[src/hw/audPcmPkg.sv]
// bus and control structs, status codes, address fields, rate divisor table
package audPcmPkg;

	// one bus request as seen on the processor side
	typedef struct packed
	{
		logic [31:0] addr;
		logic [31:0] data;
		logic [4:0]  opm;
	} audBusReq;

	// decoded control register
	typedef struct packed
	{
		logic [3:0] rateSel;
		logic       enable;
		logic       use16;
		logic       compand;
	} audCtrl;

	// status answers
	localparam logic [1:0] busOkReady = 2'd0;
	localparam logic [1:0] busOkOk    = 2'd1;

	// device select in addr[27:16]
	localparam logic [11:0] devSelect = 12'h009;

	// regions inside the device
	localparam logic [1:0] bufRegion     = 2'h0;
	localparam logic [3:0] ctrlRegion    = 4'hF;
	localparam logic [5:0] ctrlRegOffset = 6'h00;

	// control register bit positions, bit 2 reserved
	localparam int ctrlCompandBit = 0;
	localparam int ctrlUse16Bit   = 1;
	localparam int ctrlEnableBit  = 3;
	localparam int ctrlRateLsb    = 4;

	// reload values per rateSel
	localparam logic [13:0] rateDivisorTable [16] = '{
		14'd12500, 14'd9070, 14'd6250, 14'd4535,
		14'd3125,  14'd2268, 14'd1562, 14'd1134,
		14'd781,   14'd2083, 14'd781,  14'd1042,
		14'd781,   14'd781,  14'd781,  14'd781
	};

	// largest entry of the table above
	localparam logic [13:0] rateDivisorMax = 14'd12500;

endpackage

[src/hw/audMixPwm.sv]
// aux and noise mixer with two first-order delta-sigma modulators
`timescale 1ns/100ps

module audMixPwm (
	input  logic              clock,
	input  logic              reset,
	input  audPcmPkg::audCtrl ctrl,
	input  logic [15:0]       pcmSample,
	input  logic [7:0]        auxLeft,
	input  logic [7:0]        auxRight,
	input  logic              noise,
	output logic [1:0]        pwmBits
);

	logic [7:0] auxQ [2];
	logic       noiseQ;

	always_ff @(posedge clock)
	begin
		auxQ[0] <= auxLeft;
		auxQ[1] <= auxRight;
		noiseQ  <= noise;
	end

	// channel 0 is left, channel 1 is right
	for (genvar ch = 0; ch < 2; ch++)
	begin : gChannel
		logic [15:0] mixed;
		logic [15:0] mixQ;
		logic [15:0] valQ;
		logic [15:0] acc;
		logic [16:0] sum;

		// sample scaled down by 16, aux sits at bits 11:4
		assign mixed = {{4{pcmSample[15]}}, pcmSample[15:4]} +
			{{4{auxQ[ch][7]}}, auxQ[ch], 3'b000, noiseQ};

		always_ff @(posedge clock)
		begin
			mixQ <= mixed;
			// signed to offset binary
			valQ <= {~mixQ[15], mixQ[14:0]};
		end

		assign sum = {1'b0, acc} + {1'b0, valQ};

		// accumulator restarts from zero while output is off
		always_ff @(posedge clock)
		begin
			if (reset || !ctrl.enable)
			begin
				acc <= '0;
			end
			else
			begin
				acc <= sum[15:0];
			end
		end

		assign pwmBits[ch] = ctrl.enable ? sum[16] : 1'b1;
	end

endmodule

[config.mk]
export PLATFORM = sky130hd
export DESIGN_NAME = audMixPwm
export DESIGN_NICKNAME = d
export VERILOG_FILES = /design/src/hw/audPcmPkg.sv /design/src/hw/audMixPwm.sv
export SDC_FILE = /design/constraint.sdc
export NUM_CORES = 1
export LEC_CHECK = 0
export BUFFER_PORTS_ARGS = -buffer_cell sky130_fd_sc_hd__buf_2
export CORE_UTILIZATION = 55
export CTS_CLUSTER_DIAMETER = 200
export DETAILED_ROUTE_END_ITERATION = 8
export GPL_ROUTABILITY_DRIVEN = 1
export HOLD_SLACK_MARGIN = 0.1
export PLACE_DENSITY = 0.77
export SYNTH_ARGS = -nofsm -noshare
export SYNTH_HDL_FRONTEND = slang
export SYNTH_SLANG_ARGS = --single-unit
[constraint.sdc]
create_clock -name clock -period 5.3 [get_ports clock]
set_clock_uncertainty 0.15 [all_clocks]
set_input_delay 0.265 -clock clock [delete_from_list [all_inputs] [get_ports clock]]
set_output_delay 0.265 -clock clock [all_outputs]
set_load 0.005 [all_outputs]
==> results_dict.tcl <==
set metrics [dict create \
    grt_pass1_wl_mm 14.1 \
    io_pins 44 \
    tightest_slew_ns 0.650 \
    synth-seq-cells 95 \
    wl_met1_mm 3.69 \
    cts_tree "yes" \
    hold_depth 3 \
    die_area_um2 8270 \
    synthMuxAreaShare_pct 0.921 \
    viasPerCell 5.52 \
    synth_edf_count 0 \
    drtIter0Drc 192 \
    power.internal_mw 1.31 \
    end_kind "output pin" \
    cp.arrival_ns 2.79 \
    timing.rr.start "gChannel[1].valQ[0]" \
    synthXorXnorAreaFrac_pct 6.65 \
    clock-sinks 95 \
    status "finished, final reports clean" \
    totalWireLength_mm 8.11 \
    placeableCoreArea_um2 7690 \
    hpwl_mm 5.77 \
    r2r_slack_ns 2.72 \
    place_ws_ns 2.56 \
    synthAdderAreaFrac_pct 15.3 \
    critPathMaxFanout 5 \
    dpl-instance-area_um2 4630 \
    power_switching_uw 630 \
    ys_seq_area_share_pct 43.7 \
    drtPass1Iterations 4 \
    synthArstFlopShare_pct 0 \
    core.rowCount 32 \
    synth_top_family_by_area "compound AO/OA/AOI/OAI gates" \
    min-delay-start "pcmSample[12]" \
    layout_setup_ws_ns 2.09 \
    fin_crit_ns 3.21 \
    synth_compound_area_share_pct 17.7 \
    worstPathRequired_ns 4.89 \
    syn-num-nets 528 \
    crit-reg2reg-capture "gChannel[0].acc[10]" \
    final-setup-viol-count 0 \
    hold_end "gChannel[1].mixQ[8]" \
    track_usage_pct 21.2 \
    crit_type "reg -> out" \
    yosysWarnings 0 \
    final_max_slew_viol_count 0 \
    n_antenna_cell 0 \
    fmax_ghz 0.312 \
    r2r_cells 7 \
    drt-wirelength-per-cell_um 13.5 \
    initial_core_util_pct 56.6 \
    grt_max_degree 32 \
    antenna_found_initial 0 \
    hold_viol_final 0 \
    synth_area_um2 4350 \
    fin_crit_sh_pct 60.5 \
    highest_layer "met4" \
    num_vias 3324 \
    power_density_nw_per_um2 384 \
    final_cell_area_um2 5050 \
    cts_buffer_depth 2 \
    avgSynthCellArea_um2 10.0 \
    p_leak_nw 2.29 \
    cp-start-kind "flip-flop" \
    first_global_vias 3293 \
    cts_max_level 3 \
    fin_cells 602 \
    slew_headroom_pct 56.5 \
    met2_length_mm 3.97 \
    dominantRegCellSynth "dfxtp_1" \
    routabilityCongestion 0.849 \
    irDropWorstVdd_v 0.000193 \
    drcViolationCount 0 \
    cts_root_buffer "clkbuf_8" \
    fin_setup_tns_ns 0 \
    pwr-share-clk_pct 24.9 \
    clock_latency_ns 0.35 \
    wl_met3_um 281 \
    rsz0062_at_grt "false" \
    syn2layout_area_growth_pct 16.1 \
    syn-instance-count 434 \
    p_comb_share_pct 30.5 \
    final_net_count 589 \
    numCtsBuffers 9 \
    synth_simple_gate_area_share_pct 14.0 \
    port_buffers 33 \
    seq_power_share_pct 44.6 \
    drtAntennaViolNets 0 \
    dp.cells 565 \
    grt_overflow_total 0 \
    die_y_um 90.9 \
    drive_gt1_share_pct 12.2 \
    hold_class "in -> reg" \
    switching_share_pct 32.4 \
    die_x_um 90.9 \
    maxCapViolations 0 \
    synth_cell_types 58 \
    path_clk_slew_ns 0.09 \
]
-- worst max-delay path by stage --
stage	from	endpoint
after floorplan	gChannel[1].valQ[0]	pwmBits[0]
after detailed placement	gChannel[1].valQ[4]	pwmBits[1]
after global placement	gChannel[1].valQ[0]	pwmBits[1]
after CTS	gChannel[1].valQ[4]	pwmBits[1]
after global routing	gChannel[1].valQ[4]	pwmBits[1]
final	gChannel[1].valQ[4]	pwmBits[1]
-- metrics by stage --
| step | util (%) | hold WS, ns | total power [mW] |
|---|---|---|---|
| 6_report | 65.7 | 0.150 | 1.94 |
| 2_1_floorplan | - | 0.143 | 1.33 |
| 5_1_grt | 65.7 | 0.144 | 2.07 |
| 3_3_place_gp | 60.3 | 0.161 | 1.43 |
| 4_1_cts | 65.7 | 0.139 | 1.95 |
| 3_5_place_dp | 60.3 | 0.163 | 1.45 |
-- state kept, by name, indices dropped and copies added, names as in the netlist --
name	cells
gChannel.valQ	24
gChannel.acc	32
gChannel.mixQ	22
auxQ	16
noiseQ	1
-- synth_stat cells (2+ instances only) --
master	n	area, um2
a2111oi_0	5	43.8
a211o_1	2	17.5
a211oi_1	6	45.0
a21boi_0	2	15.0
a21o_1	12	90.1
a21oi_1	25	125
a31oi_1	7	43.8
a41o_1	2	20.0
and2_1	7	43.8
and3_1	7	43.8
and4_1	2	17.5
clkbuf_1	6	22.5
dfxtp_1	95	1900
fa_1	2	40.0
ha_1	50	626
inv_1	14	52.6
mux2i_1	4	40.0
nand2_1	23	86.3
nand2b_1	7	43.8
nand3_1	7	35.0
nand4_1	6	37.5
nor2_1	38	143
nor2b_1	4	25.0
nor3_1	7	35.0
nor3b_1	2	15.0
nor4_1	2	12.5
o211ai_2	2	25.0
o21a_1	3	22.5
o21ai_0	16	80.1
o21ai_1	2	10.0
o21bai_1	3	22.5
o311ai_0	3	26.3
o31ai_1	2	15.0
o41ai_1	3	26.3
or3b_2	2	17.5
xnor2_1	25	219
xor2_1	8	70.1
-- critical path, stage by stage (launching register included) --
cell	delay [ns]
dfxtp_1	0.31
ha_1	0.36
a2111oi_0	0.62
o21ai_1	0.28
a31oi_1	0.32
o21ai_0	0.14
a211o_1	0.30
buf_2	0.12
-- cell usage in the layout, fill, tap and decap left out, drive strengths merged, types with 3 or more instances in the layout --
master	count
dfxtp	95
ha	50
nor2	38
buf	35
xnor2	25
a21oi	25
nand2	23
dlygate4sd3	21
o21ai	18
inv	17
a21o	13
clkbuf	10
xor2	8
and3	8
nand3	7
a31oi	7
nor3	7
nand2b	7
and2	7
nand4	6
a211oi	6
a2111oi	5
nor2b	4
mux2i	4
o41ai	3
o311ai	3
o21a	3
o21bai	3
o211ai	3
-- layer usage --
layer  vias to the layer above  track usage [%]
met1                      1524             25.0
met4                         0             10.1
met2                        75             37.5
met3                        16             3.45
li1                       1709                -
met5                         -                0
-- repair_timing --
item / 4_1_cts / 5_1_grt
setup buffers: 0 / 0
gates resized for setup: 0 / 0
endpoints found under the hold margin: 21 / 0
hold buffers: 21 / 0
-- power groups by stage --
stage / clock network [mW] / registers (mW) / logic (mW)
after CTS: 0.496 / 0.866 / 0.586
after floorplan: 0 / 0.868 / 0.460
final: 0.484 / 0.865 / 0.592
after detailed placement: 0 / 0.882 / 0.569
after global placement: 0 / 0.878 / 0.549
after global routing: 0.523 / 0.876 / 0.670
-- final cells by class --
cell class / count / area, um2
Inverter: 14 / 52.6
Clock buffer: 10 / 128
Clock inverter: 6 / 76.3
Tap cell: 102 / 128
Fill cell: 600 / 2640
Timing Repair Buffer: 56 / 390
Sequential cell: 95 / 1900
Multi-Input combinational cell: 319 / 2370
-- logic make-up (layout without fill, tap and decap cells) --
group	Yosys count	in the layout
compound gates	110	110
fa+ha+maj	52	52
mux	4	4
buf+inv	20	86
simple gates	120	120
xor+xnor	33	33
flops	95	95
(Power assumes the default switching activity.)
