$ cat config.mk
export PLATFORM = sky130hd
export DESIGN_NAME = audSampleDecode
export DESIGN_NICKNAME = d
export VERILOG_FILES = /design/src/hw/audPcmPkg.sv /design/src/hw/audSampleDecode.sv
export SDC_FILE = /design/constraint.sdc
export NUM_CORES = 1
export LEC_CHECK = 0
export BUFFER_PORTS_ARGS = -buffer_cell sky130_fd_sc_hd__buf_4
export CORE_UTILIZATION = 40
export CTS_BUF_LIST = sky130_fd_sc_hd__clkbuf_8
export DETAILED_ROUTE_END_ITERATION = 10
export GPL_ROUTABILITY_DRIVEN = 0
export PLACE_DENSITY = 0.69
export SETUP_SLACK_MARGIN = 0.15
export SLEW_MARGIN = 10
export SYNTH_ARGS = -nofsm -noshare
export SYNTH_HDL_FRONTEND = slang
export SYNTH_SLANG_ARGS = --single-unit
$ cat constraint.sdc
create_clock -name clock -period 3.1 [get_ports clock]
set_input_delay 0.62 -clock clock [delete_from_list [all_inputs] [get_ports clock]]
set_output_delay 0.62 -clock clock [all_outputs]
set_load 0.02 [all_outputs]
$ cat src/hw/audPcmPkg.sv
// bus and control structs, status codes, address fields, rate divisor table
package audPcmPkg;

	// one bus request as seen on the processor side
	typedef struct packed
	{
		logic [31:0] addr;
		logic [31:0] data;
		logic [4:0]  opm;
	} audBusReq;

	// decoded control register
	typedef struct packed
	{
		logic [3:0] rateSel;
		logic       enable;
		logic       use16;
		logic       compand;
	} audCtrl;

	// status answers
	localparam logic [1:0] busOkReady = 2'd0;
	localparam logic [1:0] busOkOk    = 2'd1;

	// device select in addr[27:16]
	localparam logic [11:0] devSelect = 12'h009;

	// regions inside the device
	localparam logic [1:0] bufRegion     = 2'h0;
	localparam logic [3:0] ctrlRegion    = 4'hF;
	localparam logic [5:0] ctrlRegOffset = 6'h00;

	// control register bit positions, bit 2 reserved
	localparam int ctrlCompandBit = 0;
	localparam int ctrlUse16Bit   = 1;
	localparam int ctrlEnableBit  = 3;
	localparam int ctrlRateLsb    = 4;

	// reload values per rateSel
	localparam logic [13:0] rateDivisorTable [16] = '{
		14'd12500, 14'd9070, 14'd6250, 14'd4535,
		14'd3125,  14'd2268, 14'd1562, 14'd1134,
		14'd781,   14'd2083, 14'd781,  14'd1042,
		14'd781,   14'd781,  14'd781,  14'd781
	};

	// largest entry of the table above
	localparam logic [13:0] rateDivisorMax = 14'd12500;

endpackage

$ cat src/hw/audSampleDecode.sv
// sample select and expansion of 8-bit, companded and 16-bit formats
`timescale 1ns/100ps

module audSampleDecode #(
	parameter int bufferWords = 1024
) (
	input  logic                             clock,
	input  logic                             reset,
	input  audPcmPkg::audCtrl                ctrl,
	input  logic [$clog2(bufferWords)+2:0]   samplePos,
	input  logic [63:0]                      readBlock,
	output logic [$clog2(bufferWords)-1:0]   readIndex,
	output logic [15:0]                      pcmSample
);

	localparam int idxBits = $clog2(bufferWords);

	logic [2:0]  selQ;
	logic [7:0]  raw8;
	logic [15:0] raw16;
	logic [2:0]  expo;
	logic [3:0]  mant;
	logic [10:0] mag;
	logic [11:0] companded;
	logic [11:0] next12;
	logic [11:0] sample12;

	// four samples per block in 16-bit mode, eight otherwise
	assign readIndex = ctrl.use16 ? samplePos[idxBits + 1:2] : samplePos[idxBits + 2:3];

	// low position bits travel alongside the block read
	always_ff @(posedge clock)
	begin
		selQ  <= samplePos[2:0];
		raw8  <= readBlock[selQ * 8 +: 8];
		raw16 <= readBlock[selQ[1:0] * 16 +: 16];
	end

	assign expo = raw8[6:4];
	assign mant = raw8[3:0];

	// exponent 0 is denormal, each step up doubles the spacing
	always_comb
	begin
		if (expo == 3'd0)
		begin
			mag = {7'h00, mant};
		end
		else
		begin
			mag = {1'b1, mant, mant, 2'b00} >> (3'd7 - expo);
		end
	end

	assign companded = raw8[7] ? {~mag, ~mag[10]} : {mag, mag[10]};

	always_comb
	begin
		if (ctrl.use16)
		begin
			// linear 16-bit is offset binary unless companded
			next12 = {raw16[15] ^ ~ctrl.compand, raw16[14:4]};
		end
		else if (ctrl.compand)
		begin
			next12 = companded;
		end
		else
		begin
			next12 = {~raw8[7], raw8[6:0], 4'h0};
		end
	end

	always_ff @(posedge clock)
	begin
		if (reset)
		begin
			sample12  <= '0;
			pcmSample <= '0;
		end
		else
		begin
			sample12  <= next12;
			// top nibble repeated into the low bits
			pcmSample <= {sample12, sample12[11:8]};
		end
	end

endmodule

==> results of run 1 <==
[cells in the mapped netlist, types with 2 or more instances]
cell type and n:
sky130_fd_sc_hd__dfxtp_1 47, sky130_fd_sc_hd__mux4_2 28, sky130_fd_sc_hd__mux2_2 20, sky130_fd_sc_hd__nor2b_1 15, sky130_fd_sc_hd__a21oi_1 9, sky130_fd_sc_hd__nor2_1 8, sky130_fd_sc_hd__buf_2 7, sky130_fd_sc_hd__buf_4 7
sky130_fd_sc_hd__mux2i_1 7, sky130_fd_sc_hd__o21ai_0 7, sky130_fd_sc_hd__nand2_1 6, sky130_fd_sc_hd__a211oi_1 5, sky130_fd_sc_hd__clkbuf_1 4, sky130_fd_sc_hd__nand3_1 4, sky130_fd_sc_hd__nand3b_1 4, sky130_fd_sc_hd__a22oi_1 3
sky130_fd_sc_hd__a32oi_1 3, sky130_fd_sc_hd__buf_1 3, sky130_fd_sc_hd__buf_6 3, sky130_fd_sc_hd__inv_1 3, sky130_fd_sc_hd__nand2b_1 3, sky130_fd_sc_hd__nor3b_1 3, sky130_fd_sc_hd__a21o_1 2, sky130_fd_sc_hd__a31oi_1 2
sky130_fd_sc_hd__and3b_1 2, sky130_fd_sc_hd__nor3_1 2, sky130_fd_sc_hd__or4_1 2
[per-stage QoR]
step / power (mW) / setup WS (ps) / hold slack, ps
after detailed placement: 1.158 / 1016 / 420.4
final: 1.596 / 1005 / 424.5
after CTS: 1.607 / 1014 / 417.7
after global routing: 1.688 / 968.7 / 406.3
after global placement: 1.152 / 1030 / 420.4
after floorplan: 1.007 / 1078 / 401.9
[area by class of cell]
class / instances / area (µm²) / area share [%]
clock buffer: 5 / 68.82 / 1.947
clock inverter: 3 / 47.55 / 1.345
inverter: 3 / 11.26 / 0.3186
multi-input combinational: 154 / 1559 / 44.11
sequential: 47 / 940.9 / 26.62
tap: 77 / 96.34 / 2.726
timing repair buffer: 108 / 810.8 / 22.94
[kinds of logic (layout without fill, tap and decap cells)]
group / after synthesis / in the layout / synth area share (%)
multiplexers: 55 / 55 / 34.82
AO/OA/AOI/OAI: 41 / 41 / 10.64
XOR/XNOR: 1 / 1 / 0.3295
buffers and inverters: 27 / 119 / 5.976
AND/OR/NAND/NOR: 57 / 57 / 12.85
flip-flops: 47 / 47 / 35.39
[flip-flops by register name, indices dropped and copies added, names as in the netlist]
register / flops
sample12: 12
raw16: 12
pcmSample: 12
selQ: 3
raw8: 8
[power breakdown]
group | switching, mW | internal (mW)
Clock | 0.206 | 0.244
Combinational | 0.159 | 0.249
Sequential | 0.0729 | 0.665
[worst max-delay path, stage by stage]
cell                     delay, ps
sky130_fd_sc_hd__buf_4         300
sky130_fd_sc_hd__mux2_2        380
sky130_fd_sc_hd__buf_4         160
[worst max path at each step]
stage                     cells past startpoint  slack, ps           end
after floorplan                               3       1080  readIndex[0]
after global placement                        3       1030  readIndex[7]
after detailed placement                      3       1020  readIndex[4]
after CTS                                     3       1010  readIndex[7]
after global routing                          3        970  readIndex[5]
final                                         3       1010  readIndex[7]
[layer usage]
layer / global-route usage, % / part of all wire (%) / vias to the layer above / routed length (µm)
li1: - / - / 1055 / -
met1: 24.17 / 45 / 1007 / 2651
met2: 27.72 / 47 / 89 / 2753
met3: 4.154 / 7.4 / 4 / 436
met4: 3.236 / 0.68 / 0 / 40
met5: 0 / 0 / - / 0
[layout by cell type (no fill, tap or decap), drive strengths merged, types with 5 or more instances in the layout]
master / instances
a211oi: 5
a21oi: 9
buf: 108
clkbuf: 5
dfxtp: 47
mux2: 20
mux2i: 7
mux4: 28
nand2: 7
nor2: 8
nor2b: 15
o21ai: 8
==> impl_summary.log, run 1 <==
[metrics] setup repair bufs after CTS: 0
[metrics] path class of the lowest-slack min-delay path: input port to register
[metrics] routed wire length per instance: around 15 µm
[metrics] global-route wire length before repair: between 9000 and 10000 µm
[metrics] pin slew with the least headroom to its limit: approximately 880 ps
[metrics] Worst R2R Path Depth: 3
[metrics] remaining design rule violation count: 0
[metrics] height of the chip: around 84 µm
[metrics] share of final-layout standard cells stronger than drive strength 1: 52.19%
[metrics] capturing element type of the critical path: output port
[metrics] Worst-path clk slew: 90 ps
[metrics] clock buffers created by TritonCTS: 5
[metrics] number of nets at the end of the flow: between 400 and 500
[metrics] TritonCTS clock tree: yes
[metrics] end point of the worst hold path: selQ[1]
[metrics] placeable core region: about 6400 µm²
[metrics] number of max-slew violations in the final report: 0
[metrics] RSZ-0062 raised after global routing: no
[metrics] number of diodes: 0
[metrics] vias: 2155
[metrics] vias in the first global route: between 2000 and 2500
[metrics] number of instances on the worst hold path: 1
[metrics] Fin. Hold Viols: 0
[metrics] Synthesis Warnings: 0
[metrics] library cell with the largest summed area after synthesis: sky130_fd_sc_hd__dfxtp_1
[metrics] arrival time of data at the critical path endpoint: 1470 ps
[metrics] number of register bits inferred by synthesis: 47
[metrics] fin cells: between 300 and 400
[metrics] highest ir drop seen on vdd: approximately 0.24 mV
[metrics] type of the setup path with the least slack: input port to output port
[metrics] average size of a mapped cell: about 12 µm²
[metrics] clock skew: ~7.8 ps
[metrics] number of max-cap violations: 0
[metrics] part of the cycle the worst path needs: slightly below 70%
[metrics] maximum level of the CTS H-tree: 2
[metrics] maximum fanout count along the critical path: 32
[metrics] type of element launching the critical path: input port
[metrics] number of hold-repair buffers added at the cts stage: 0
[metrics] cell at the root of the clock tree: sky130_fd_sc_hd__clkbuf_8
[metrics] synthesized net count: around 310
[metrics] largest cells by area after synthesis: sky130_fd_sc_hd__dfxtp_1 (35%), sky130_fd_sc_hd__mux4_2 (24%), sky130_fd_sc_hd__mux2_2 (8.5%), sky130_fd_sc_hd__nor2b_1 (3.5%), sky130_fd_sc_hd__mux2i_1 (2.6%)
[metrics] total cell area at the placement stage: around 3400 µm²
[metrics] total grt overflow: 0
[metrics] half-perimeter wire length after detailed placement: approximately 4500 µm
[metrics] internal reg-to-reg setup slack: 1150 ps
[metrics] fraction of registers with async set or reset after synthesis: 0%
[metrics] number of antenna violations at the first check in global routing: 0
[metrics] Synth top area share: between 30 and 40%
[metrics] Placement Rows: 29
[metrics] Post-synth EDFFs: 0
[metrics] Final Setup Violations: 0
[metrics] post-detailed-routing wire length: ~6000 µm
[metrics] sink count of the clock tree: 47
[metrics] total standard cell area after synthesis: approximately 2700 µm²
[metrics] timing startpoint of the critical path: ctrl[1]
[metrics] Die ar.: 6977 µm²
[metrics] Reg2Reg Launch Point: selQ[1]
[metrics] Slew Limit Headroom: between 40% and 50%
[metrics] buffer depth of the longest clock path: 2
[metrics] post-synthesis cell count: roughly 230
[metrics] worst-skew pair later-pin latency: 290 ps
[metrics] cell area power density: approximately 450 nW/µm²
[metrics] pin count of the biggest net entering global routing: 33
[metrics] remaining antenna violation count: 0
[metrics] required time of the critical path: 2480 ps
[metrics] launch point of the worst hold path: samplePos[1]
[metrics] IO buf count: between 100 and 150
[metrics] Most used DFF post-synth: sky130_fd_sc_hd__dfxtp_1
[metrics] Post-CTS Resized: 0
[metrics] setup TNS: 0 ps
[metrics] synthesis-to-layout area growth: 32.94%
[metrics] final critical-path required period: 2095 ps
[metrics] total routing usage reported by global routing: ~17%
[metrics] static leakage: 1.502 nW
[metrics] initial standard-cell utilization of the core: between 40% and 50%
[metrics] maximum clock frequency: approximately 480 MHz
[metrics] sequential share of the synthesized area: between 30 and 40%
[metrics] status: completed
[metrics] post-synthesis cell type count: between 40 and 50
[metrics] share of the core filled with cells in the final layout: between 50% and 60%
[metrics] number of cells in the design after placement: 389
[metrics] end of the worst register-to-register path: raw8[2]
[metrics] Non-Filler Cell Area, Final: between 3000 and 4000 µm²
[metrics] Via density: 5.428
[metrics] first-pass iteration count of the detailed router: 4
[metrics] Fillers: approximately 580
[metrics] number of top-level design ports: 112
[metrics] number of violations reported at the end of detailed-routing iteration 0: 165
[metrics] horizontal die dimension: approximately 84 µm
(Power assumes the default switching activity.)
==> inputs of run 2 (changes only) <==
==> constraint.sdc (replaced) <==
create_clock -name clock -period 2.1 [get_ports clock]
set_input_delay 0.42 -clock clock [delete_from_list [all_inputs] [get_ports clock]]
set_output_delay 0.42 -clock clock [all_outputs]
set_load 0.02 [all_outputs]
==> run 2 against run 1 <==
Against the previous run:
- critical endpoint is now sample12[5]
- count of clock-buffer cells in the layout unchanged
- cell area increased by 0.67%
- total power increased by 48%
- critical path type is now register to register
- register-to-register slack got worse by 800 ps
- utilization increased by 0.37 points
- via count increased by 0.88%
- sequential share of layout area decreased by 0.14 points
==> impl_summary.log, run 2 (synthesis results as in run 1) <==
[metrics] static leakage: 1.517 nW (+1.0%)
[metrics] highest ir drop seen on vdd: 0.4525 mV (+92%)
[metrics] Die ar.: 6977 µm² (unchanged)
[metrics] first-pass iteration count of the detailed router: 4 (unchanged)
[metrics] sink count of the clock tree: 47 (unchanged)
[metrics] post-detailed-routing wire length: 5744 µm (-2.3%)
[metrics] type of element launching the critical path: register
[metrics] total routing usage reported by global routing: 16.52% (-0.79 points)
[metrics] share of final-layout standard cells stronger than drive strength 1: 52.94% (+0.75 points)
[metrics] pin count of the biggest net entering global routing: 33 (unchanged)
[metrics] buffer depth of the longest clock path: 2 (unchanged)
[metrics] required time of the critical path: 2280 ps (-200 ps)
[metrics] launch point of the worst hold path: samplePos[1]
[metrics] cell area power density: 664.1 nW/µm² (+47%)
[metrics] cell at the root of the clock tree: sky130_fd_sc_hd__clkbuf_8
[metrics] vias in the first global route: 2068 (-2.9%)
[metrics] number of max-slew violations in the final report: 0 (unchanged)
[metrics] capturing element type of the critical path: register
[metrics] number of violations reported at the end of detailed-routing iteration 0: 152 (-7.9%)
[metrics] most frequent cells in the layout: sky130_fd_sc_hd__buf_4 (111), sky130_fd_sc_hd__dfxtp_1 (46), sky130_fd_sc_hd__mux4_2 (28)
[metrics] remaining antenna violation count: 0 (unchanged)
[metrics] number of max-cap violations: 0 (unchanged)
[metrics] height of the chip: 83.53 µm (unchanged)
[metrics] global-route wire length before repair: 9363 µm (-5.4%)
[metrics] number of diodes: 0 (unchanged)
[metrics] half-perimeter wire length after detailed placement: 4476 µm (+0.57%)
[metrics] Via density: 5.435 (+0.13%)
[metrics] part of the cycle the worst path needs: between 80% and 90%
[metrics] TritonCTS clock tree: yes
[metrics] Reg2Reg Launch Point: raw8[5]
[metrics] IO buf count: 106 (unchanged)
[metrics] final critical-path required period: ~1700 ps
[metrics] routed wire length per instance: 14.36 µm (-3.1%)
[metrics] total grt overflow: 0 (unchanged)
[metrics] vias: 2174 (+0.88%)
[metrics] Post-Route Hold Slack: 217.2 ps (-207.3 ps)
[metrics] largest registers in the final layout: pcmSample: 12 flops, raw16: 12 flops, sample12: 12 flops
[metrics] initial standard-cell utilization of the core: 41.63% (unchanged)
[metrics] fin cells: 400 (+0.76%)
[metrics] RSZ-0062 raised after global routing: no
[metrics] number of cells in the design after placement: 392 (+0.77%)
[metrics] maximum clock frequency: around 570 MHz
[metrics] clock buffers created by TritonCTS: 5 (unchanged)
[metrics] Worst R2R Path Depth: 4 (+1)
[metrics] arrival time of data at the critical path endpoint: 1930 ps (+460 ps)
[metrics] number of hold-repair buffers added at the cts stage: 0 (unchanged)
[metrics] number of instances on the worst hold path: 1 (unchanged)
[metrics] Placement Rows: 29 (unchanged)
[metrics] number of top-level design ports: 112 (unchanged)
[metrics] clock skew: 7.669 ps (-0.1767 ps)
[metrics] horizontal die dimension: 83.53 µm (unchanged)
[metrics] number of nets at the end of the flow: 408 (+0.74%)
[metrics] Fin. Hold Viols: 0 (unchanged)
[metrics] setup TNS: 0 ps (unchanged)
[metrics] maximum fanout count along the critical path: 22 (-31%)
[metrics] internal reg-to-reg setup slack: 350 ps (-800 ps)
[metrics] Final Setup Violations: 0 (unchanged)
[metrics] maximum level of the CTS H-tree: 2 (unchanged)
[metrics] remaining design rule violation count: 0 (unchanged)
[metrics] pin slew with the least headroom to its limit: 679.6 ps (-204.9 ps)
[metrics] worst-skew pair later-pin latency: 300 ps (about the same)
[metrics] synthesis-to-layout area growth: 33.84%
[metrics] type of the setup path with the least slack: register to register
[metrics] timing startpoint of the critical path: raw8[5]
[metrics] status: completed
[metrics] most common cell after layout, fill and taps aside: sky130_fd_sc_hd__buf_4
[metrics] Worst-path clk slew: 80 ps (about the same)
[metrics] end of the worst register-to-register path: sample12[5]
[metrics] number of antenna violations at the first check in global routing: 0 (unchanged)
[metrics] Slew Limit Headroom: 54.63% (+14 points)
[metrics] path class of the lowest-slack min-delay path: input port to register
[metrics] placeable core region: 6386 µm² (unchanged)
[metrics] end point of the worst hold path: selQ[1]
## run 2: changes by cell type in the layout (fill, tap and decap cells not counted), sizes merged
cell,previous run,this run
buf,108,111
## run 2: metrics by stage
step                      setup WS [ps]  total power, mW  util, %  area (µm²)
final                             350.5            2.363    55.72        3558
after global routing              232.7            2.494    55.72        3558
after CTS                         247.8            2.386    55.70        3557
after detailed placement          266.9            1.716    53.88        3441
after global placement            278.0            1.707    53.88        3441
after floorplan                   477.5            1.486        -        2659
## run 2: area by class of cell
class / count / area [µm²]
sequential: 47 / 942.2
fill: 570 / 2828
timing repair buffer: 111 / 833.3
clock buffer: 5 / 68.82
multi-input combinational: 154 / 1559
tap: 77 / 96.34
inverter: 3 / 11.26
clock inverter: 3 / 47.55
## run 2: report_power, final
group	switching, mW	leakage (nW)	internal [mW]	total [mW]
Combinational	0.255	1.07	0.372	0.627
Clock	0.307	0.0587	0.361	0.667
Sequential	0.0870	0.392	0.982	1.07
Total	0.649	1.52	1.71	2.36
## run 2: critical path, stage by stage, from the launching register on
cell,delay [ps]
sky130_fd_sc_hd__dfxtp_1,770
sky130_fd_sc_hd__nor2_1,170
sky130_fd_sc_hd__a221oi_2,380
sky130_fd_sc_hd__mux2i_1,220
sky130_fd_sc_hd__o21ai_0,100
## run 2: layer usage
layer / share of wire, % / GRT usage, % / vias to the layer above
met2: 48 / 27.57 / 96
met4: 1.3 / 4.622 / 0
met5: 0 / 0 / -
met1: 43 / 21.52 / 1011
met3: 8.2 / 3.956 / 9
li1: - / - / 1058
## run 2: what timing repair did
action,CTS,global route
setup buffers,0,0
hold endpoints to repair,0,0
gates resized for setup,0,1
endpoints found under the setup margin,0,5
## run 2: worst max-delay path by stage
stage                         endpoint  slack, ps
final                      sample12[5]        350
after detailed placement   sample12[1]        270
after floorplan           readIndex[0]        480
after global routing       sample12[4]        230
after CTS                  sample12[7]        250
after global placement     sample12[7]        280
