`src/hw/audPcmPkg.sv`:
```
// bus and control structs, status codes, address fields, rate divisor table
package audPcmPkg;

	// one bus request as seen on the processor side
	typedef struct packed
	{
		logic [31:0] addr;
		logic [31:0] data;
		logic [4:0]  opm;
	} audBusReq;

	// decoded control register
	typedef struct packed
	{
		logic [3:0] rateSel;
		logic       enable;
		logic       use16;
		logic       compand;
	} audCtrl;

	// status answers
	localparam logic [1:0] busOkReady = 2'd0;
	localparam logic [1:0] busOkOk    = 2'd1;

	// device select in addr[27:16]
	localparam logic [11:0] devSelect = 12'h009;

	// regions inside the device
	localparam logic [1:0] bufRegion     = 2'h0;
	localparam logic [3:0] ctrlRegion    = 4'hF;
	localparam logic [5:0] ctrlRegOffset = 6'h00;

	// control register bit positions, bit 2 reserved
	localparam int ctrlCompandBit = 0;
	localparam int ctrlUse16Bit   = 1;
	localparam int ctrlEnableBit  = 3;
	localparam int ctrlRateLsb    = 4;

	// reload values per rateSel
	localparam logic [13:0] rateDivisorTable [16] = '{
		14'd12500, 14'd9070, 14'd6250, 14'd4535,
		14'd3125,  14'd2268, 14'd1562, 14'd1134,
		14'd781,   14'd2083, 14'd781,  14'd1042,
		14'd781,   14'd781,  14'd781,  14'd781
	};

	// largest entry of the table above
	localparam logic [13:0] rateDivisorMax = 14'd12500;

endpackage

```
`src/hw/audRateTimer.sv`:
```
// sample rate divider stepping the sample position
`timescale 1ns/100ps

module audRateTimer #(
	parameter int bufferWords = 1024
) (
	input  logic                             clock,
	input  logic                             reset,
	input  audPcmPkg::audCtrl                ctrl,
	output logic [$clog2(bufferWords)+2:0]   samplePos
);

	logic [13:0] reload;
	logic [13:0] count;

	always_ff @(posedge clock)
	begin
		if (reset)
		begin
			reload    <= '0;
			count     <= '0;
			samplePos <= '0;
		end
		else
		begin
			// table lookup one cycle ahead of use
			reload <= audPcmPkg::rateDivisorTable[ctrl.rateSel];
			if (count == '0)
			begin
				count     <= reload;
				samplePos <= samplePos + 1'b1;
			end
			else
			begin
				count <= count - 1'b1;
			end
		end
	end

	assert property (@(posedge clock) disable iff (reset)
		count <= audPcmPkg::rateDivisorMax);

endmodule

```
`config.mk`:
```
export PLATFORM = sky130hd
export DESIGN_NAME = audRateTimer
export DESIGN_NICKNAME = d
export VERILOG_FILES = /design/src/hw/audPcmPkg.sv /design/src/hw/audRateTimer.sv
export SDC_FILE = /design/constraint.sdc
export NUM_CORES = 1
export LEC_CHECK = 0
export BUFFER_PORTS_ARGS = -buffer_cell sky130_fd_sc_hd__buf_2
export CORE_MARGIN = 5
export CORE_UTILIZATION = 35
export CTS_CLUSTER_DIAMETER = 200
export DETAILED_ROUTE_END_ITERATION = 10
export MAX_ROUTING_LAYER = met4
export PLACE_DENSITY_LB_ADDON = 0.3
export SLEW_MARGIN = 20
export SYNTH_ARGS = -nofsm -noshare
export SYNTH_HDL_FRONTEND = slang
export SYNTH_SLANG_ARGS = --single-unit
```
`constraint.sdc`:
```
create_clock -name clock -period 2.3 [get_ports clock]
set_input_delay 0.69 -clock clock [delete_from_list [all_inputs] [get_ports clock]]
set_output_delay 0.69 -clock clock [all_outputs]
set_load 0.005 [all_outputs]
```
==> results of run 1 <==
## Yosys cell counts, types with 7 or more instances
| cell | count |
|---|---|
| o21ai_0 | 7 |
| ha_1 | 9 |
| nand3_1 | 7 |
| nand2_1 | 8 |
| nor2_1 | 35 |
| a211oi_1 | 17 |
| or4_1 | 7 |
| dfxtp_1 | 41 |
| clkbuf_1 | 10 |
| a21oi_1 | 19 |
| xor2_1 | 8 |
| o31ai_1 | 7 |
## sequential cells by signal (all words and copies together) (netlist names)
| register | flops |
|---|---|
| count | 14 |
| reload | 14 |
| samplePos | 13 |
## stage by stage
step | total power (W) | instances
after CTS | 0.00247 | 316
final | 0.00244 | 316
after detailed placement | 0.00196 | 308
after global placement | 0.00195 | 308
after floorplan | 0.00175 | 227
after global routing | 0.00263 | 316
## power groups by stage
stage	Sequential (W)	Combinational, W	Clock [W]
2_1_floorplan	0.000990	0.000759	0
3_3_place_gp	0.00102	0.000932	0
3_5_place_dp	0.00102	0.000941	0
4_1_cts	0.00101	0.000951	0.000512
5_1_grt	0.00103	0.00106	0.000547
6_report	0.00101	0.000938	0.000492
## cell families (layout without fill, tap and decap cells)
group / after synthesis / in the layout / synth area share, %
XOR/XNOR: 12 / 12 / 5.30
adder cells (fa/ha/maj): 9 / 9 / 5.68
buffers and inverters: 18 / 35 / 3.85
AND/OR/NAND/NOR: 90 / 90 / 25.3
flip-flops: 41 / 41 / 41.4
AO/OA/AOI/OAI: 56 / 56 / 17.9
multiplexers: 1 / 1 / 0.505
## critical path, stage by stage, from the launching register on
cell and delay (ps):
dfxtp_1 360, inv_1 110, ha_1 140, nor4b_2 320
nand3_2 290, or4_1 580, a21oi_1 140
## layout by cell type, fill, tap and decap left out, types with 2 or more instances in the layout
master / Yosys / routed
clkbuf_8: 0 / 5
o21ai_0: 7 / 7
dfxtp_1: 41 / 41
xnor2_1: 4 / 4
a21oi_1: 19 / 19
nor2b_1: 2 / 2
buf_4: 0 / 3
or3_1: 4 / 4
ha_1: 9 / 9
nand4b_1: 2 / 2
nand2_1: 8 / 8
nand4_1: 6 / 6
a211oi_1: 17 / 17
nor4_1: 4 / 4
a2bb2oi_1: 2 / 2
inv_1: 5 / 5
o31ai_1: 7 / 7
nand3_1: 7 / 7
xor2_1: 8 / 8
buf_2: 1 / 18
nor3_1: 4 / 4
inv_6: 0 / 2
or4_1: 7 / 7
nor2_1: 35 / 35
## layout make-up
class                      count  area (sq um)
fill                         572          3270
multi-input combinational    168          1080
sequential                    41           821
timing repair buffer          22           133
tap                           72          90.1
clock buffer                   5          68.8
clock inverter                 3          25.0
inverter                       5          18.8
## final timing paths
kind | to | cells after the start
worst min-delay path | samplePos[12]$_SDFFE_PP0P_ | 2
worst min register to register | samplePos[12]$_SDFFE_PP0P_ | 2
worst max-delay path | samplePos[11]$_SDFFE_PP0P_ | 6
worst max register to register | samplePos[11]$_SDFFE_PP0P_ | 6
## metal layers
layer | up-vias | track usage, % | routed length, um | share of wire [%]
li1 | 864 | - | - | -
met1 | 747 | 17.0 | 2030 | 50
met2 | 27 | 18.2 | 1800 | 44
met3 | 8 | 2.04 | 131 | 3.2
met4 | 0 | 5.61 | 90 | 2.2
met5 | - | - | 0 | 0
==> results by group, run 1 <==
Clock tree
  – H-tree levels: 2
  – Hold_buf cts: 0
  – Clk root buf: clkbuf_8
  – CTS Buf Count: 5
  – Clk sink count: 41
  – # Post-CTS Setup Buffers: 0
  – CTS tree: built
  – Clk buf depth: 2
  – Cts repair resizes: 0
  – Clk pin slew, worst setup/hold paths: 90 ps
  – Clock latency on the worst-skew pair: 300 ps

Finish
  – Layout cells sized above 1: 14.3%
  – Synth-to-Final Area Change: 13.1%
  – Final instance area: 2240 sq um
  – Final net count: 261
  – End-of-flow core utilization: 40.7%
  – Number of diodes: 0

Synthesis
  – Count of state elements after synthesis: 41
  – Register area share after synthesis: 41.4%
  – Synth Cell Area: 1980 sq um
  – Syn_nets: 245
  – Count of flip-flops with a built-in enable after synthesis: 0
  – Top cells by area, synth: dfxtp_1 (41%), nor2_1 (6.6%), a211oi_1 (6.4%), ha_1 (5.7%), a21oi_1 (4.8%)
  – Yosys top cell by area: dfxtp_1
  – Top_reg_cell synth: dfxtp_1
  – YS warnings: 0
  – Syn Inst Count: 227
  – Top cell type's share of synthesized area: 41.4%
  – Asr flop ratio synth: 0%
  – Post-synth cell types: 40
  – Syn avg cell area: 8.73 sq um

Placed design
  – Gp weighted congestion: 0.839
  – Post-Place Cell Area: 2150 sq um
  – Detailed placement HPWL: 2860 um
  – Port Buffers: 18
  – Dpl ws: 302 ps

Timing
  – Worst hold margin: 485 ps
  – Final Critical Period: 2020 ps
  – Slew headroom: 51.8%
  – Slew Limit Fails: 0
  – Fin. Hold Viols: 0
  – Setup WS post-layout: 282 ps
  – Period utilization: 87.8%
  – Worst slew pin tran: 716 ps
  – Max Clock Freq: 495 MHz
  – RSZ-0062 raised after global routing: false
  – Final setup viols: 0
  – Total negative setup slack: 0 ps
  – Layout Skew: 12.6 ps

Die
  – Std cell rows: 27
  – Die width: 85.3 um
  – Core Box Area: 5510 sq um
  – Io pins: 22
  – Die span in y: 85.3 um
  – Die area: 7270 sq um
  – Starting Density: 36.0%

Global route
  – Largest net degree at the start of global routing: 25
  – Total global routing overflow: 0
  – Vias in the first global route: 1528
  – First-pass GRT wire length: 7270 um
  – Antenna violations before repair: 0
  – Global router's overall resource usage: 12.5%

Power and ir drop
  – Static Leakage: 0.862 nW
  – P_int: 0.00148 W
  – Comb pwr share: 38.5%
  – Switching power total: 0.000959 W
  – Sequential share of power: 41.3%
  – Pwr dens: 1090 nW/um^2
  – Sw frac: 39.4%
  – Worst VDD drop: 0.542 mV
  – Clock share of power: 20.2%

Routing
  – Antenna viol nets, final: 0
  – First-pass DRT Iterations: 4
  – WL final: 4060 um
  – Initial DRC count: 120
  – Post-DR wirelength/cell: 12.8 um
  – Drt drc: 0
  – Total vias in the final route: 1646
  – Vias/cell: 5.21

Critical path
  – Reg2reg setup slack: 280 ps
  – CP startpoint: count[0]$_SDFF_PP0_
  – Worst Setup Start Kind: flop
  – Worst EP required: 2550 ps
  – Crit path DAT: 2260 ps
  – Reg2reg start: count[0]$_SDFF_PP0_
  – Worst setup EP type: flop
  – CP Max Fanout: 14
  – Critical path class: flop to flop

Hold path
  – Hold Path Class: flop to flop
  – Hold_sp: samplePos[12]$_SDFFE_PP0P_

Run status
  – Status: finished, final reports clean

Flow run
  – Total of max-cap violations: 0
(Power assumes the default switching activity.)
==> run 2, diff against run 1 <==
==> constraint.sdc (replaced) <==
create_clock -name clock -period 2.3 [get_ports clock]
set_input_delay 0.115 -clock clock [delete_from_list [all_inputs] [get_ports clock]]
set_output_delay 0.115 -clock clock [all_outputs]
set_load 0.005 [all_outputs]
==> results by group, run 2 (same netlist as run 1, synthesis figures left out) <==
Power and ir drop
  – Worst VDD drop: 0.538 mV (-0.58%)
  – Pwr dens: 1120 nW/um^2 (+3.2%)
  – Static Leakage: 0.871 nW (+1.1%)
  – P_int: 0.00159 W (+7.8%)
  – Comb pwr share: 37.6% (-0.9 points)
  – Clock share of power: 22.9% (+2.7 points)
  – Sw frac: 37.2% (-2.2 points)
  – Sequential share of power: 39.5% (-1.8 points)
  – Switching power total: 0.000941 W (-1.8%)

Clock tree
  – # Post-CTS Setup Buffers: 0 (unchanged)
  – CTS Buf Count: 5 (unchanged)
  – Hold_buf cts: 0 (unchanged)
  – CTS tree: built
  – Clk sink count: 41 (unchanged)
  – Clk pin slew, worst setup/hold paths: 80 ps (about the same)
  – H-tree levels: 2 (unchanged)
  – Clk buf depth: 2 (unchanged)
  – Clk root buf: clkbuf_8
  – Cts repair resizes: 0 (unchanged)
  – Clock latency on the worst-skew pair: 300 ps (about the same)

Global route
  – Global router's overall resource usage: 12.3% (-0.26 points)
  – Total global routing overflow: 0 (unchanged)
  – Vias in the first global route: 1525 (-0.20%)
  – First-pass GRT wire length: 7270 um (unchanged)
  – Antenna violations before repair: 0 (unchanged)
  – Largest net degree at the start of global routing: 32 (+28%)

Timing
  – Final Critical Period: 1990 ps (-26.2 ps)
  – Layout Skew: 9.90 ps (-2.71 ps)
  – Worst slew pin tran: 595 ps (-121 ps)
  – Period utilization: 86.6% (-1.1 points)
  – RSZ-0062 raised after global routing: false
  – Total negative setup slack: 0 ps (unchanged)
  – Slew Limit Fails: 0 (unchanged)
  – Setup WS post-layout: 308 ps (+26.2 ps)
  – Max Clock Freq: 502 MHz (+1.3%)
  – Final setup viols: 0 (unchanged)
  – Slew headroom: 60.3% (+8.5 points)
  – Fin. Hold Viols: 0 (unchanged)

Die
  – Core Box Area: 5510 sq um (unchanged)
  – Std cell rows: 27 (unchanged)
  – Die span in y: 85.3 um (unchanged)
  – Io pins: 22 (unchanged)
  – Die area: 7270 sq um (unchanged)
  – Starting Density: 36.0% (unchanged)
  – Die width: 85.3 um (unchanged)

Critical path
  – Critical path class: flop to flop
  – Crit path DAT: 2220 ps (-40 ps)
  – Worst r2r path cells: 6 (unchanged)
  – Worst Setup Start Kind: flop
  – CP Max Fanout: 14 (unchanged)
  – CP startpoint: count[0]$_SDFF_PP0_
  – Levels on crit path: 6 (unchanged)
  – Reg2reg end: samplePos[9]$_SDFFE_PP0P_
  – Worst EP required: 2530 ps (-20 ps)
  – Critical path's top delay family: simple AND/OR/NAND/NOR gates
  – CP peak stage delay: 570 ps (about the same)
  – Crit path buffers/inverters: 1 (unchanged)
  – Critical Path End: samplePos[9]$_SDFFE_PP0P_
  – Crit-path cells: inv_1 > ha_1 > nor4b_2 > nand3_2 > or4_1 > a21oi_1
  – Reg2reg start: count[0]$_SDFF_PP0_
  – Worst setup EP type: flop
  – CP max-delay cell: or4_1
  – Reg2reg setup slack: 310 ps (+30 ps)

Finish
  – Number of diodes: 0 (unchanged)
  – End-of-flow core utilization: 41.0% (+0.30 points)
  – Synth-to-Final Area Change: 13.9%
  – Final net count: 262 (+0.38%)
  – Layout cells sized above 1: 14.7% (+0.35 points)
  – Post-Layout Cell Count: 317 (+0.32%)
  – Most frequent cells in the layout: dfxtp_1 (41), nor2_1 (35), a21oi_1 (19)
  – Most common cell after layout, fill and taps aside: dfxtp_1
  – FILL cells: 553 (-3.3%)
  – Top flop regs: count x14, reload x14, samplePos x13

Routing
  – Total vias in the final route: 1653 (+0.43%)
  – Post-DR wirelength/cell: 12.8 um (-0.27%)
  – WL final: 4060 um (about the same)
  – Antenna viol nets, final: 0 (unchanged)
  – First-pass DRT Iterations: 4 (unchanged)
  – Drt drc: 0 (unchanged)
  – Vias/cell: 5.21 (+0.11%)
  – Initial DRC count: 119 (-0.83%)

Placed design
  – Dpl ws: 338 ps (+35.8 ps)
  – Dpl cells: 309 (+0.32%)
  – Port Buffers: 18 (unchanged)
  – Gp weighted congestion: 0.847 (+1.0%)
  – Detailed placement HPWL: 2890 um (+1.0%)

Run status
  – Status: finished, final reports clean

Hold path
  – Hold Path Class: input pin to flop

Flow run
  – Total of max-cap violations: 0 (unchanged)
-- run 2: cell types whose count changed in the layout (fill, tap and decap cells not counted) --
cell / before / now
bufinv_16: 0 / 1
buf_4: 3 / 5
buf_12: 1 / 0
inv_6: 2 / 0
clkinv_4: 0 / 1
-- run 2: worst min path at each step --
stage                     startpoint               endpoint  cells after the start
final                        ctrl[4]  reload[13]$_SDFF_PP0_                      2
after global routing         ctrl[4]  reload[13]$_SDFF_PP0_                      2
after CTS                    ctrl[4]  reload[13]$_SDFF_PP0_                      2
after detailed placement     ctrl[4]  reload[13]$_SDFF_PP0_                      2
after global placement       ctrl[4]  reload[13]$_SDFF_PP0_                      2
after floorplan              ctrl[4]  reload[13]$_SDFF_PP0_                      1
-- run 2: stage by stage --
stage	hold slack [ps]	total power [W]	cell area [sq um]
floorplan	194	0.00175	1980
global placement	397	0.00196	2140
detailed placement	389	0.00197	2140
CTS	67.3	0.00256	2260
global route	85.2	0.00274	2260
finish	76.4	0.00253	2260
-- run 2: power by group through the flow --
stage | Clock (W) | Combinational [W] | Sequential (W)
2_1_floorplan | 0 | 0.000759 | 0.000990
3_3_place_gp | 0 | 0.000949 | 0.00101
3_5_place_dp | 0 | 0.000953 | 0.00102
4_1_cts | 0.000593 | 0.000961 | 0.00100
5_1_grt | 0.000630 | 0.00108 | 0.00103
6_report | 0.000579 | 0.000952 | 0.00100
-- run 2: cell type report --
type	instances	area, sq um	area share [%]
multi-input cells	168	1080	48.1
flip-flops and latches	41	821	36.4
repair buffers	23	128	5.65
well taps	72	90.1	3.99
clock buffers	5	68.8	3.05
clock inverters	3	46.3	2.05
inverters	5	18.8	0.831
-- run 2: worst register-to-register path: stages (launching register included) --
cell	delay, ps
dfxtp_1	350
inv_1	120
ha_1	150
nor4b_2	310
nand3_2	280
or4_1	580
a21oi_1	150
-- run 2: routing by layer --
layer / GRT usage [%] / part of all wire [%]
met3: 2.43 / 3.5
met4: 4.46 / 1.4
met1: 16.7 / 51
met5: - / 0
met2: 17.9 / 44
==> run 3, diff against run 2 <==
PLACE_DENSITY_LB_ADDON = 0.08   (was 0.3)
==> results by group, run 3 (same netlist as run 1, synthesis figures left out) <==
Clock tree
  – Clock latency on the worst-skew pair: 290 ps (about the same)
  – H-tree levels: 2 (unchanged)
  – # Post-CTS Setup Buffers: 0 (unchanged)
  – Clk sink count: 41 (unchanged)
  – CTS Buf Count: 5 (unchanged)
  – Cts repair resizes: 0 (unchanged)
  – CTS tree: built
  – Clk buf depth: 2 (unchanged)
  – Clk pin slew, worst setup/hold paths: 80 ps (about the same)
  – Clk root buf: clkbuf_8
  – Hold_buf cts: 0 (unchanged)

Finish
  – End-of-flow core utilization: 41.1% (+0.14 points)
  – Post-Layout Cell Count: 318 (+0.32%)
  – Footprint of the multi-input gates: 1080 sq um (unchanged)
  – Top flop regs: count x14, reload x14, samplePos x13
  – FILL cells: 562 (+1.6%)
  – Most common cell after layout, fill and taps aside: dfxtp_1
  – Layout cells sized above 1: 15.0% (+0.35 points)
  – Storage element area: 821 sq um (unchanged)
  – Most frequent cells in the layout: dfxtp_1 (41), nor2_1 (35), a21oi_1 (19)
  – Number of diodes: 0 (unchanged)
  – Synth-to-Final Area Change: 14.3%
  – Final instance area: 2260 sq um (+0.33%)
  – Final net count: 263 (+0.38%)

Placed design
  – Post-Place Cell Area: 2150 sq um (+0.35%)
  – Dpl ws: 347 ps (+9.96 ps)
  – Gp weighted congestion: 0.761 (-10%)
  – Dpl cells: 310 (+0.32%)
  – Port Buffers: 18 (unchanged)
  – Detailed placement HPWL: 2970 um (+2.7%)

Power and ir drop
  – Pwr dens: 1130 nW/um^2 (+0.52%)
  – Static Leakage: 0.875 nW (+0.49%)
  – Worst VDD drop: 0.386 mV (-28%)

Routing
  – Drt drc: 0 (unchanged)
  – WL final: 4270 um (+5.1%)
  – Total vias in the final route: 1605 (-2.9%)
  – Vias/cell: 5.05 (-3.2%)
  – Post-DR wirelength/cell: 13.4 um (+4.7%)
  – First-pass DRT Iterations: 4 (unchanged)
  – Antenna viol nets, final: 0 (unchanged)
  – Initial DRC count: 51 (-57%)

Timing
  – Fin. Hold Viols: 0 (unchanged)
  – Layout Skew: 9.77 ps (-0.129 ps)
  – Worst slew pin tran: 495 ps (-101 ps)
  – Slew Limit Fails: 0 (unchanged)
  – RSZ-0062 raised after global routing: false
  – Setup WS post-layout: 311 ps (+2.94 ps)
  – Period utilization: 86.5% (-0.13 points)
  – Slew headroom: 67.0% (+6.7 points)
  – Final setup viols: 0 (unchanged)
  – Max Clock Freq: 503 MHz (+0.15%)
  – Final Critical Period: 1990 ps (-2.94 ps)
  – Total negative setup slack: 0 ps (unchanged)

Global route
  – Total global routing overflow: 0 (unchanged)
  – First-pass GRT wire length: 7400 um (+1.8%)
  – Vias in the first global route: 1490 (-2.3%)
  – Largest net degree at the start of global routing: 28 (-13%)
  – Global router's overall resource usage: 12.9% (+0.64 points)
  – Antenna violations before repair: 0 (unchanged)

Critical path
  – Critical path class: flop to flop
  – Reg2reg end: samplePos[10]$_SDFFE_PP0P_
  – CP Max Fanout: 14 (unchanged)
  – Crit path DAT: 2220 ps (about the same)
  – Worst EP required: 2530 ps (about the same)
  – Worst Setup Start Kind: flop
  – Worst r2r path cells: 6 (unchanged)
  – Worst setup EP type: flop
  – Reg2reg setup slack: 310 ps (about the same)
  – Reg2reg start: count[0]$_SDFF_PP0_

Hold path
  – Hold_sp: ctrl[4]
  – Worst min-delay path endpoint: reload[13]$_SDFF_PP0_
  – Hold Path Class: input pin to flop
  – Hold path cells: 2 (unchanged)

Die
  – Core Box Area: 5510 sq um (unchanged)
  – Die span in y: 85.3 um (unchanged)
  – Io pins: 22 (unchanged)
  – Die area: 7270 sq um (unchanged)
  – Std cell rows: 27 (unchanged)
  – Starting Density: 36.0% (unchanged)
  – Die width: 85.3 um (unchanged)

Flow run
  – Total of max-cap violations: 0 (unchanged)

Run status
  – Status: finished, final reports clean
## run 3: cell count changes in the layout (fill, tap and decap cells not counted), sizes merged
| cell | delta |
|---|---|
| buf | +1 |
## run 3: layout make-up
cell class,count,share of cell area (%)
well taps,72,3.98
flip-flops and latches,41,36.2
clock buffers,5,3.04
multi-input cells,168,47.9
clock inverters,3,2.04
inverters,5,0.829
repair buffers,24,5.97
## run 3: worst max-delay path, cell delays in order (launching register included)
cell and delay [ps]:
dfxtp_1 350, inv_1 100, ha_1 150, nor4b_2 320
nand3_2 280, or4_1 570, a21oi_1 150
## run 3: layer usage
layer	GRT usage (%)	vias up	wire length, um
met5	-	-	0
met4	4.75	0	42
met3	2.72	4	147
met2	18.3	26	1840
met1	17.9	709	2230
li1	-	866	-
## run 3: where the power goes
part / switching [W] / internal, W
Sequential: 0.000153 / 0.000849
Clock: 0.000255 / 0.000325
Combinational: 0.000542 / 0.000430
## run 3: worst max-delay path by stage
stage | from | endpoint | slack (ps) | depth (start not counted)
finish | count[0]$_SDFF_PP0_ | samplePos[10]$_SDFFE_PP0P_ | 310 | 6
global placement | count[0]$_SDFF_PP0_ | samplePos[11]$_SDFFE_PP0P_ | 340 | 6
floorplan | count[0]$_SDFF_PP0_ | samplePos[10]$_SDFFE_PP0P_ | 510 | 7
global route | count[0]$_SDFF_PP0_ | samplePos[10]$_SDFFE_PP0P_ | 70 | 6
CTS | count[0]$_SDFF_PP0_ | samplePos[10]$_SDFFE_PP0P_ | 320 | 6
detailed placement | count[0]$_SDFF_PP0_ | samplePos[8]$_SDFFE_PP0P_ | 350 | 6
## run 3: through the flow
| step | hold slack [ps] | power, W |
|---|---|---|
| final | 81.1 | 0.00255 |
| after global routing | 81.6 | 0.00277 |
| after CTS | 80.6 | 0.00260 |
| after detailed placement | 405 | 0.00200 |
| after global placement | 404 | 0.00199 |
| after floorplan | 194 | 0.00175 |
